`config.mk`:
```
export PLATFORM = sky130hd
export DESIGN_NAME = exec_mem_stage
export DESIGN_NICKNAME = d
export VERILOG_FILES = /design/src/logic/dbus_pkg.sv /design/src/logic/rv_isa_pkg.sv /design/src/logic/alu.sv /design/src/logic/exec_mem_stage.sv /design/src/logic/load_store_unit.sv /design/src/logic/register_file.sv
export SDC_FILE = /design/constraint.sdc
export NUM_CORES = 2
export LEC_CHECK = 0
export BUFFER_PORTS_ARGS = -buffer_cell sky130_fd_sc_hd__buf_2
export CAP_MARGIN = 15
export CORE_MARGIN = 2
export CORE_UTILIZATION = 25
export DETAILED_ROUTE_END_ITERATION = 7
export GPL_ROUTABILITY_DRIVEN = 0
export PLACE_DENSITY = 0.48
export SLEW_MARGIN = 10
export SYNTH_ARGS = -nofsm -noshare
export SYNTH_HDL_FRONTEND = slang
export SYNTH_HIERARCHICAL = 1
export SYNTH_SLANG_ARGS = --single-unit
export TNS_END_PERCENT = 30
```
`constraint.sdc`:
```
create_clock -name clk -period 84.8 [get_ports clk]
set_input_delay 16.96 -clock clk [delete_from_list [all_inputs] [get_ports clk]]
set_output_delay 16.96 -clock clk [all_outputs]
set_load 0.02 [all_outputs]
```
`src/logic/dbus_pkg.sv`:
```
package dbus_pkg;

    // data word and register width
    localparam int XLEN = 32;

    // bus address width unless the top level overrides it
    localparam int DEF_ADDR_W = 32;

endpackage

```
`src/logic/rv_isa_pkg.sv`:
```
package rv_isa_pkg;

    // major opcodes
    localparam logic [6:0] OP_REG    = 7'b0110011;
    localparam logic [6:0] OP_IMM    = 7'b0010011;
    localparam logic [6:0] OP_LOAD   = 7'b0000011;
    localparam logic [6:0] OP_STORE  = 7'b0100011;
    localparam logic [6:0] OP_BRANCH = 7'b1100011;
    localparam logic [6:0] OP_JAL    = 7'b1101111;
    localparam logic [6:0] OP_JALR   = 7'b1100111;
    localparam logic [6:0] OP_LUI    = 7'b0110111;

    // alu operations by funct3
    localparam logic [2:0] F3_ADD = 3'b000;
    localparam logic [2:0] F3_SLL = 3'b001;
    localparam logic [2:0] F3_XOR = 3'b100;
    localparam logic [2:0] F3_SRL = 3'b101;
    localparam logic [2:0] F3_OR  = 3'b110;
    localparam logic [2:0] F3_AND = 3'b111;

    // branch tests, unsigned compares only
    localparam logic [2:0] F3_BEQ  = 3'b000;
    localparam logic [2:0] F3_BNE  = 3'b001;
    localparam logic [2:0] F3_BLTU = 3'b110;
    localparam logic [2:0] F3_BGEU = 3'b111;

    localparam logic [6:0] F7_SUB = 7'b0100000; // add becomes sub

endpackage

```
`src/logic/alu.sv`:
```
module alu (
    input  logic                      alu_src_i,
    input  logic [6:0]                opcode_i,
    input  logic [2:0]                funct3_i,
    input  logic [6:0]                funct7_i,
    input  logic [dbus_pkg::XLEN-1:0] rs1_data_i,
    input  logic [dbus_pkg::XLEN-1:0] rs2_data_i,
    input  logic [dbus_pkg::XLEN-1:0] imm_i,
    output logic [dbus_pkg::XLEN-1:0] result_o,
    output logic [dbus_pkg::XLEN-1:0] mem_addr_o,
    output logic                      is_load_o,
    output logic                      is_store_o,
    output logic                      branch_o
);
    import dbus_pkg::*;
    import rv_isa_pkg::*;

    localparam int SHAMT_W = $clog2(XLEN);

    logic [XLEN-1:0]    operand_b;
    logic [XLEN-1:0]    arith;
    logic [SHAMT_W-1:0] shamt;

    assign operand_b = alu_src_i ? imm_i : rs2_data_i;
    assign shamt     = operand_b[SHAMT_W-1:0];

    always_comb begin
        case (funct3_i)
            F3_ADD: begin
                // only register ops carry a real funct7
                if (opcode_i == OP_REG && funct7_i == F7_SUB) begin
                    arith = rs1_data_i - operand_b;
                end else begin
                    arith = rs1_data_i + operand_b;
                end
            end
            F3_SLL:  arith = rs1_data_i << shamt;
            F3_XOR:  arith = rs1_data_i ^ operand_b;
            F3_SRL:  arith = rs1_data_i >> shamt; // logical only
            F3_OR:   arith = rs1_data_i | operand_b;
            F3_AND:  arith = rs1_data_i & operand_b;
            default: arith = '0;
        endcase
    end

    always_comb begin
        case (opcode_i)
            OP_REG, OP_IMM: result_o = arith;
            OP_LUI:         result_o = imm_i << 12;
            default:        result_o = '0;
        endcase
    end

    // effective address, independent of operand select
    assign mem_addr_o = rs1_data_i + imm_i;
    assign is_load_o  = (opcode_i == OP_LOAD);
    assign is_store_o = (opcode_i == OP_STORE);

    always_comb begin
        branch_o = 1'b0;
        case (opcode_i)
            OP_BRANCH: begin
                case (funct3_i)
                    F3_BEQ:  branch_o = (rs1_data_i == operand_b);
                    F3_BNE:  branch_o = (rs1_data_i != operand_b);
                    F3_BLTU: branch_o = (rs1_data_i < operand_b);
                    F3_BGEU: branch_o = (rs1_data_i >= operand_b);
                    default: branch_o = 1'b0;
                endcase
            end
            OP_JAL, OP_JALR: branch_o = 1'b1; // jumps always taken
            default:         branch_o = 1'b0;
        endcase
    end

endmodule

```
`src/logic/exec_mem_stage.sv`:
```
module exec_mem_stage #(
    parameter int NUM_REGS = 32,
    parameter int ADDR_W   = dbus_pkg::DEF_ADDR_W
) (
    input  logic                        clk,
    input  logic                        rst,
    input  logic                        issue_i,
    input  logic [6:0]                  opcode_i,
    input  logic [2:0]                  funct3_i,
    input  logic [6:0]                  funct7_i,
    input  logic                        alu_src_i,
    input  logic [dbus_pkg::XLEN-1:0]   imm_i,
    input  logic [$clog2(NUM_REGS)-1:0] rd_i,
    input  logic [$clog2(NUM_REGS)-1:0] rs1_i,
    input  logic [$clog2(NUM_REGS)-1:0] rs2_i,
    input  logic                        reg_write_i,
    input  logic                        mem_to_reg_i,
    input  logic [dbus_pkg::XLEN-1:0]   data_bus_i,
    input  logic                        data_good_i,
    output logic                        branch_o,
    output logic                        busy_o,
    output logic                        data_read_o,
    output logic                        data_write_o,
    output logic [ADDR_W-1:0]           data_adr_o,
    output logic [dbus_pkg::XLEN-1:0]   data_bus_o,
    output logic                        wb_en_o,
    output logic [$clog2(NUM_REGS)-1:0] wb_rd_o,
    output logic [dbus_pkg::XLEN-1:0]   wb_data_o
);
    import dbus_pkg::*;

    logic [XLEN-1:0] rs1_data;
    logic [XLEN-1:0] rs2_data;
    logic [XLEN-1:0] alu_result;
    logic [XLEN-1:0] mem_addr;
    logic            is_load;
    logic            is_store;

    register_file #(
        .NUM_REGS(NUM_REGS)
    ) u_regfile (
        .clk      (clk),
        .rst      (rst),
        .we_i     (wb_en_o),
        .waddr_i  (wb_rd_o),
        .wdata_i  (wb_data_o),
        .raddr1_i (rs1_i),
        .raddr2_i (rs2_i),
        .rdata1_o (rs1_data),
        .rdata2_o (rs2_data)
    );

    alu u_alu (
        .alu_src_i  (alu_src_i),
        .opcode_i   (opcode_i),
        .funct3_i   (funct3_i),
        .funct7_i   (funct7_i),
        .rs1_data_i (rs1_data),
        .rs2_data_i (rs2_data),
        .imm_i      (imm_i),
        .result_o   (alu_result),
        .mem_addr_o (mem_addr),
        .is_load_o  (is_load),
        .is_store_o (is_store),
        .branch_o   (branch_o)
    );

    load_store_unit #(
        .ADDR_W   (ADDR_W),
        .NUM_REGS (NUM_REGS)
    ) u_lsu (
        .clk          (clk),
        .rst          (rst),
        .issue_i      (issue_i),
        .is_load_i    (is_load),
        .is_store_i   (is_store),
        .mem_addr_i   (mem_addr),
        .store_data_i (rs2_data), // stores always take rs2
        .alu_result_i (alu_result),
        .rd_i         (rd_i),
        .reg_write_i  (reg_write_i),
        .mem_to_reg_i (mem_to_reg_i),
        .data_bus_i   (data_bus_i),
        .data_good_i  (data_good_i),
        .data_read_o  (data_read_o),
        .data_write_o (data_write_o),
        .data_adr_o   (data_adr_o),
        .data_bus_o   (data_bus_o),
        .busy_o       (busy_o),
        .wb_en_o      (wb_en_o),
        .wb_rd_o      (wb_rd_o),
        .wb_data_o    (wb_data_o)
    );

endmodule

```
`src/logic/load_store_unit.sv`:
```
module load_store_unit #(
    parameter int ADDR_W   = dbus_pkg::DEF_ADDR_W,
    parameter int NUM_REGS = 32
) (
    input  logic                        clk,
    input  logic                        rst,
    input  logic                        issue_i,
    input  logic                        is_load_i,
    input  logic                        is_store_i,
    input  logic [dbus_pkg::XLEN-1:0]   mem_addr_i,
    input  logic [dbus_pkg::XLEN-1:0]   store_data_i,
    input  logic [dbus_pkg::XLEN-1:0]   alu_result_i,
    input  logic [$clog2(NUM_REGS)-1:0] rd_i,
    input  logic                        reg_write_i,
    input  logic                        mem_to_reg_i,
    input  logic [dbus_pkg::XLEN-1:0]   data_bus_i,
    input  logic                        data_good_i,
    output logic                        data_read_o,
    output logic                        data_write_o,
    output logic [ADDR_W-1:0]           data_adr_o,
    output logic [dbus_pkg::XLEN-1:0]   data_bus_o,
    output logic                        busy_o,
    output logic                        wb_en_o,
    output logic [$clog2(NUM_REGS)-1:0] wb_rd_o,
    output logic [dbus_pkg::XLEN-1:0]   wb_data_o
);
    import dbus_pkg::*;

    localparam int IDX_W = $clog2(NUM_REGS);

    logic             accept;
    logic             mem_req;
    logic             load_done;
    logic             mem_to_reg_q;
    logic [IDX_W-1:0] rd_q;

    assign accept  = issue_i & ~busy_o;
    assign mem_req = accept & (is_load_i | is_store_i);
    assign busy_o  = data_read_o | data_write_o;

    // request holds until data_good is seen
    always_ff @(posedge clk or posedge rst) begin
        if (rst) begin
            data_read_o  <= 1'b0;
            data_write_o <= 1'b0;
            data_adr_o   <= '0;
            data_bus_o   <= '0;
            mem_to_reg_q <= 1'b0;
        end else if (mem_req) begin
            data_read_o  <= is_load_i;
            data_write_o <= is_store_i;
            data_adr_o   <= mem_addr_i[ADDR_W-1:0]; // truncated to bus width
            if (is_store_i) begin
                data_bus_o <= store_data_i;
            end
            mem_to_reg_q <= is_load_i & mem_to_reg_i & reg_write_i;
        end else if (busy_o && data_good_i) begin
            data_read_o  <= 1'b0;
            data_write_o <= 1'b0;
            mem_to_reg_q <= 1'b0;
        end
    end

    // destination of the outstanding load
    always_ff @(posedge clk) begin
        if (mem_req && is_load_i) begin
            rd_q <= rd_i;
        end
    end

    assign load_done = data_read_o & data_good_i & mem_to_reg_q;

    // single write port, a finishing load takes it
    always_comb begin
        if (load_done) begin
            wb_en_o   = 1'b1;
            wb_rd_o   = rd_q;
            wb_data_o = data_bus_i;
        end else begin
            // a load into a register writes later, at data_good
            wb_en_o   = accept & reg_write_i & ~(is_load_i & mem_to_reg_i);
            wb_rd_o   = rd_i;
            wb_data_o = alu_result_i;
        end
    end

endmodule

```
`src/logic/register_file.sv`:
```
module register_file #(
    parameter int NUM_REGS = 32
) (
    input  logic                        clk,
    input  logic                        rst,
    input  logic                        we_i,
    input  logic [$clog2(NUM_REGS)-1:0] waddr_i,
    input  logic [dbus_pkg::XLEN-1:0]   wdata_i,
    input  logic [$clog2(NUM_REGS)-1:0] raddr1_i,
    input  logic [$clog2(NUM_REGS)-1:0] raddr2_i,
    output logic [dbus_pkg::XLEN-1:0]   rdata1_o,
    output logic [dbus_pkg::XLEN-1:0]   rdata2_o
);
    import dbus_pkg::*;

    logic [XLEN-1:0] regs [NUM_REGS];

    always_ff @(posedge clk or posedge rst) begin
        if (rst) begin
            for (int i = 0; i < NUM_REGS; i++) begin
                regs[i] <= '0;
            end
        end else if (we_i && waddr_i != '0) begin // x0 never written
            regs[waddr_i] <= wdata_i;
        end
    end

    // combinational reads, a same-cycle write shows up next cycle
    assign rdata1_o = regs[raddr1_i];
    assign rdata2_o = regs[raddr2_i];

endmodule

```
=== Word level (Yosys, flattened, before mapping) ===
Cells that the tools add are included.

* Bits in registers: 1096
* Input bits: 103
* Output and inout port bits: 106
* Logic and storage cells: 116

* $add $sub $neg: 3
* Magnitude comparators: 6
* Equal/unequal tests: 16
* Shifts and indexed selects: 2
* Mux-type cells: 22
* Bitwise gates (word level): 18
* Reductions and logical operators: 11

{| class="wikitable"
|+ Operator list
! operator !! number
|-
| $bwmux 1024 || 1
|-
| $bmux 32 s5 || 2
|-
| $mux 32 || 8
|-
| $pmux 32 s6 || 1
|-
| $demux 32 s5 || 1
|-
| $add 32x32->32 || 2
|-
| $pmux 32 s2 || 1
|-
| $and 32x32->32 || 1
|-
| $eq 32x32->1 || 1
|-
| $ge 32x32->1 || 1
|-
| $lt 32x32->1 || 1
|-
| $ne 32x32->1 || 1
|-
| $or 32x32->32 || 1
|-
| $shl 32x5->32 || 1
|-
| $shr 32x5->32 || 1
|-
| $sub 32x32->32 || 1
|-
| $xor 32x32->32 || 1
|-
| $eq 7x6->1 const B || 4
|-
| $eq 7x7->1 const B || 3
|-
| $ge 6x6->1 const B || 3
|-
| $not 5->6 || 3
|-
| $eq 3x3->1 const B || 4
|-
| $and 1x1->1 || 8
|-
| $eq 7x2->1 const B || 1
|-
| 15 further kinds || 26
|}

=== Longest topological paths before layout ===
* Depth after elaboration: 11
* Mapped depth: 28
* Mapped depth without buffers: 21

=== Modules after synthesis ===
The synthesis kept the hierarchy.

{| class="wikitable"
|+ Modules (own cells, without submodules)
! module !! instances !! cells an instance !! area each (um^2) !! seq. area each (um^2)
|-
| register_file || 1 || 4602 || 55939.9 || 25624.6
|-
| alu || 1 || 1579 || 10681.5 || 0.0
|-
| load_store_unit || 1 || 202 || 3370.7 || 1826.8
|}

=== Worst setup path after synthesis ===
OpenSTA, ideal clock, no wires.

* Path kind: input-to-output
* From: in rs2_i[1]
* To: out wb_data_o[28] (netlist bit)
* Data arrival time: 21704 ps
* Required time: 67840 ps
* Slack: 46136 ps
* Stages on the path: 26
* Path buffers: 7
* Cells stage by stage: buf_2 -> buf_4 -> buf_2 -> buf_2 -> mux2i_1 -> nand2_1 -> a31oi_1 -> nand3_1 -> mux2i_4 -> inv_2 -> buf_2 -> buf_2 -> buf_2 -> ha_1 -> inv_1 -> fa_1 -> nand2b_1 -> a21oi_1 -> o311a_1 -> nand4b_1 -> a31oi_1 -> o221ai_1 -> a21oi_1 -> xor2_1 -> o221ai_1 -> mux2_2

* Longest elaborated chain between the ends: 10
* Elaborated cells between the ends (all ways): 16
* Classes of those cells: 2 x add/sub; 2 x shift; 8 x mux; 4 x bitwise

{| class="wikitable"
|+ Ends and longest elaborated chain
! what !! RTL line !! source
|-
| start: declaration || exec_mem_stage.sv:15 || <nowiki>input logic [$clog2(NUM_REGS)-1:0] rs2_i,</nowiki>
|-
| $not 5->6 (implied by the code) (*) || register_file.sv:30 || <nowiki>assign rdata2_o = regs[raddr2_i];</nowiki>
|-
| $bmux 32 s5 (*) || register_file.sv:30 ||
|-
| $mux 32 (implied by the code) (*) (2 in a row) || register_file.sv:30 ||
|-
| net rs2_data[0] || exec_mem_stage.sv:33 || <nowiki>logic [XLEN-1:0] rs2_data;</nowiki>
|-
| $mux 32 (*) || alu.sv:24 || <nowiki>assign operand_b = alu_src_i ? imm_i : rs2_data_i;</nowiki>
|-
| $add 32x32->32 / $sub 32x32->32 (equally long branches) || alu.sv:34, alu.sv:32 ||
|-
| $mux 32 || alu.sv:31 || <nowiki>if (opcode_i == OP_REG && funct7_i == F7_SUB) begin</nowiki>
|-
| $pmux 32 s6 (*) || alu.sv:28 || <nowiki>case (funct3_i)</nowiki>
|-
| $pmux 32 s2 (*) || alu.sv:47 || <nowiki>case (opcode_i)</nowiki>
|-
| net alu_result[28] || exec_mem_stage.sv:34 || <nowiki>logic [XLEN-1:0] alu_result;</nowiki>
|-
| $mux 32 (*) || load_store_unit.sv:75 || <nowiki>if (load_done) begin</nowiki>
|-
| end: declaration || exec_mem_stage.sv:28 || <nowiki>output logic [dbus_pkg::XLEN-1:0] wb_data_o</nowiki>
|}

Mark *: on every way through the listed nets, which the timed path passes. The rest lies on a longest branch. The select of a mux whose other input is x is not followed.

=== Worst setup path in the final report ===
* From: in rs2_i[1]
* To: out wb_data_o[31] (netlist bit)

* Longest elaborated chain between the ends: 10
* Elaborated cells between the ends (all ways): 16
* Classes of those cells: 2 x add/sub; 2 x shift; 8 x mux; 4 x bitwise

{| class="wikitable"
|+ Ends and longest elaborated chain
! what !! RTL line
|-
| $not 5->6 (implied by the code) (*) || register_file.sv:30
|-
| $bmux 32 s5 (*) || register_file.sv:30
|-
| $mux 32 (implied by the code) (*) (2 in a row) || register_file.sv:30
|-
| net rs2_data[26] || exec_mem_stage.sv:33
|-
| $mux 32 (*) || alu.sv:24
|-
| $add 32x32->32 / $sub 32x32->32 (equally long branches) || alu.sv:34, alu.sv:32
|-
| $mux 32 (*) || alu.sv:31
|-
| $pmux 32 s6 (*) || alu.sv:28
|-
| $pmux 32 s2 (*) || alu.sv:47
|-
| net alu_result[31] || exec_mem_stage.sv:34
|-
| $mux 32 (*) || load_store_unit.sv:75
|}

Marks and branches as above.

==> impl_metrics.json <==
{
  "status": "completed",
  "start_util_pct": 25.1,
  "postCtsSetupBuffers": 0,
  "rr_worst_depth": 24,
  "fillers": 28800,
  "via_per_inst": 5.39,
  "synth_compound_area_share_pct": 10.7,
  "critPathMaxFanout": 72,
  "io_buffers": 208,
  "drt_iter0_drc": 5559,
  "drc": 0,
  "syn_area_mm2": 0.0700,
  "hp-start": "u_regfile/regs[1021]$_DFFE_PP0P_",
  "r2r_end": "u_regfile/regs[604]$_DFFE_PP0P_",
  "fin_util_pct": 28.0,
  "vias": 54500,
  "tightest_slew_ns": 1.22,
  "tns_ns": 0,
  "timing_worst_setup_path_type": "in2out",
  "syn_nets": 6635,
  "whs_ns": 0.399,
  "placedInstanceArea_mm2": 0.0739,
  "pwr-share-comb_pct": 19.5,
  "synthMuxAreaShare_pct": 35.0,
  "finalCriticalPeriod_ns": 43.00,
  "synth-xor-area-share_pct": 0.776,
  "cts_htree_levels": 3,
  "end_kind": "output pin",
  "relSlewSlack_pct": 18.4,
  "clockPowerShare_pct": 41.6,
  "cts_tree": "yes",
  "die_w_um": 533,
  "grt_pass1_wl_mm": 395,
  "power_switching_uw": 422,
  "synth_fa_ha_area_share_pct": 2.70,
  "whs_path_depth": 0,
  "area_growth_pct": 11.7,
  "synth-simple-area-share_pct": 6.60,
  "p_per_area_mw_per_mm2": 17.5,
  "setup_violations": 0,
  "finalWorstSetupSlack_ns": 41.80,
  "crit_path_start_kind": "primary input",
  "post-route-period-util_pct": 50.7,
  "synth.most_common_cell": "mux2i_1",
  "synth_area_leader_cell": "dfrtp_1",
  "synth-seq-cells": 1096,
  "grt_pass1_vias": 54700,
  "ir_drop_uv": 20.1,
  "cts-root-buf": "clkbuf_16",
  "seqPwrFrac_pct": 38.9,
  "nets": 6521,
  "synth_ff_type": "dfrtp_1",
  "grtUsageTotal_pct": 18.6,
  "die-area_mm2": 0.284,
  "cp.required_ns": 67.84,
  "rsz0062_at_grt": "no",
  "num_rows": 194,
  "design_area_mm2": 0.0782,
  "finClkSkew_ns": 0.0873,
  "ys.warnings.count": 6,
  "hold_end": "u_regfile/regs[1021]$_DFFE_PP0P_",
  "ff2ff_setup_slack_ns": 77.53,
  "pin_count": 209,
  "numCtsBuffers": 121,
  "synthTopCellsByCount": "1161 x mux2i_1, 1091 x dfrtp_1, 1018 x mux2_2",
  "syn_avg_cell_area_um2": 11.0,
  "synth_area_leaders": "dfrtp_1 39%, mux2i_1 17%, mux2_2 16%",
  "rr_startpoint": "u_regfile/regs[928]$_DFFE_PP0P_",
  "grt_max_degree": 171,
  "synth_top_family_by_area": "multiplexers",
  "drt_wl_total_mm": 275,
  "antenna_found_initial": 10,
  "overflow": 0,
  "crit_arrival_ns": 26.04,
  "synth_cell_types": 83,
  "internal_power_uw": 949,
  "drv_slew": 0,
  "synth-edff-count": 5,
  "synth_top_cell_area_share_pct": 39.0,
  "wl_per_cell_um": 27.2,
  "path_clk_slew_ns": 0.06,
  "switching_share_pct": 30.8,
  "max_freq_mhz": 23.3,
  "cap_viol_max_count": 0,
  "pre_cts_slack_ns": 42.00,
  "clock-sinks": 1096,
  "hpwlAfterDp_mm": 171,
  "ant_nets": 0,
  "synthArstFlopShare_pct": 99.5,
  "yosysSeqAreaShare_pct": 39.2,
  "firstDrtPassIters": 8,
  "core_area_mm2": 0.279,
  "cts_buffer_depth": 3,
  "final-hold-violation-count": 0,
  "power.leakage_nw": 37.5,
  "die_y_um": 533,
  "drive_above_1_share_pct": 26.5,
  "clock_latency_ns": 0.81,
  "synthCells": 6383,
  "hold_path_class": "reg2reg",
  "cts_hold_buffers": 0,
  "post_cts_resized": 0
}
[worst max path at each step]
stage                               endpoint  slack, ns      from
2_1_floorplan  u_regfile/regs[0]$_DFFE_PP0P_      39.02       rst
3_3_place_gp                   wb_data_o[31]      42.15  rs2_i[1]
3_5_place_dp                   wb_data_o[31]      42.00  rs2_i[1]
4_1_cts                        wb_data_o[31]      41.96  rs2_i[1]
5_1_grt                        wb_data_o[31]      41.43  rs2_i[1]
6_report                       wb_data_o[31]      41.80  rs2_i[1]
[cell families (layout without fill, tap and decap cells)]
group	count (synthesis)	after routing
flops	1096	1096
other cells	0	8
mux	2273	2273
buf+inv	687	674
fa+ha+maj	149	149
xor+xnor	62	62
simple gates	988	988
compound gates	1128	1128
[area by class of cell]
| type | count | area (um2) | share of cell area [%] |
|---|---|---|---|
| multi-input cells | 4600 | 39200 | 50.1 |
| flip-flops and latches | 1096 | 27500 | 35.1 |
| clock buffers | 176 | 3520 | 4.51 |
| repair buffers | 343 | 2180 | 2.79 |
| inverters | 107 | 413 | 0.528 |
| diodes | 8 | 20.0 | 0.0256 |
| clock inverters | 48 | 751 | 0.960 |
| well taps | 3724 | 4660 | 5.96 |
[stage by stage]
step | total power [mW] | std cells
after global placement | 0.802 | 9869
after global routing | 1.42 | 10100
after CTS | 1.38 | 10100
after floorplan | 0.713 | 6383
after detailed placement | 0.802 | 9869
final | 1.37 | 10100
[layout by cell type, fill, tap and decap left out, types with 141 or more instances in the layout]
cell,netlist,final
mux2_2,1018,1018
dfrtp_1,1091,1091
a21oi_1,341,341
nand3_1,237,236
a22o_1,141,141
ha_1,146,146
a22oi_1,203,203
mux2i_1,1161,1160
nand2_1,377,360
buf_2,132,206
[power by group through the flow]
stage | logic, mW | registers, mW | clock network, mW
3_5_place_dp | 0.258 | 0.543 | 0
6_report | 0.267 | 0.534 | 0.570
2_1_floorplan | 0.164 | 0.549 | 0
5_1_grt | 0.281 | 0.534 | 0.604
3_3_place_gp | 0.259 | 0.543 | 0
4_1_cts | 0.260 | 0.534 | 0.584
[critical path, cell delays in order]
cell and delay, ns:
buf_8 0.56, buf_4 0.89, buf_4 0.96, buf_4 0.87, buf_4 0.86, mux2i_1 0.28, a22o_1 0.17, nor3_1 0.05
a31oi_1 0.40, nand3_1 0.31, mux2i_1 0.56, ha_1 0.42, nand2_1 0.15, or3_1 0.40, o21ai_0 0.12, a31oi_1 0.11
a2111oi_0 0.47, a211o_1 0.20, mux2_2 0.21, buf_4 0.34, buf_2 0.33
[routing by layer]
| layer | global-route usage, % | up-vias | share of wire, % |
|---|---|---|---|
| li1 | - | 23300 | - |
| met1 | 25.3 | 28200 | 44 |
| met2 | 29.1 | 2337 | 44 |
| met3 | 3.21 | 574 | 7.3 |
| met4 | 7.32 | 4 | 4.1 |
| met5 | 0 | - | 0.010 |
[flip-flops by register name, summed over array words and instances, names as in the netlist]
register and cells:
u_regfile/regs 1024, u_lsu/data_write_o 1, u_lsu/data_adr_o 32, u_lsu/data_read_o 1, u_lsu/data_bus_o 32, u_lsu/rd_q 5, u_lsu/mem_to_reg_q 1
No activity file was read; power rests on OpenSTA's default activity.
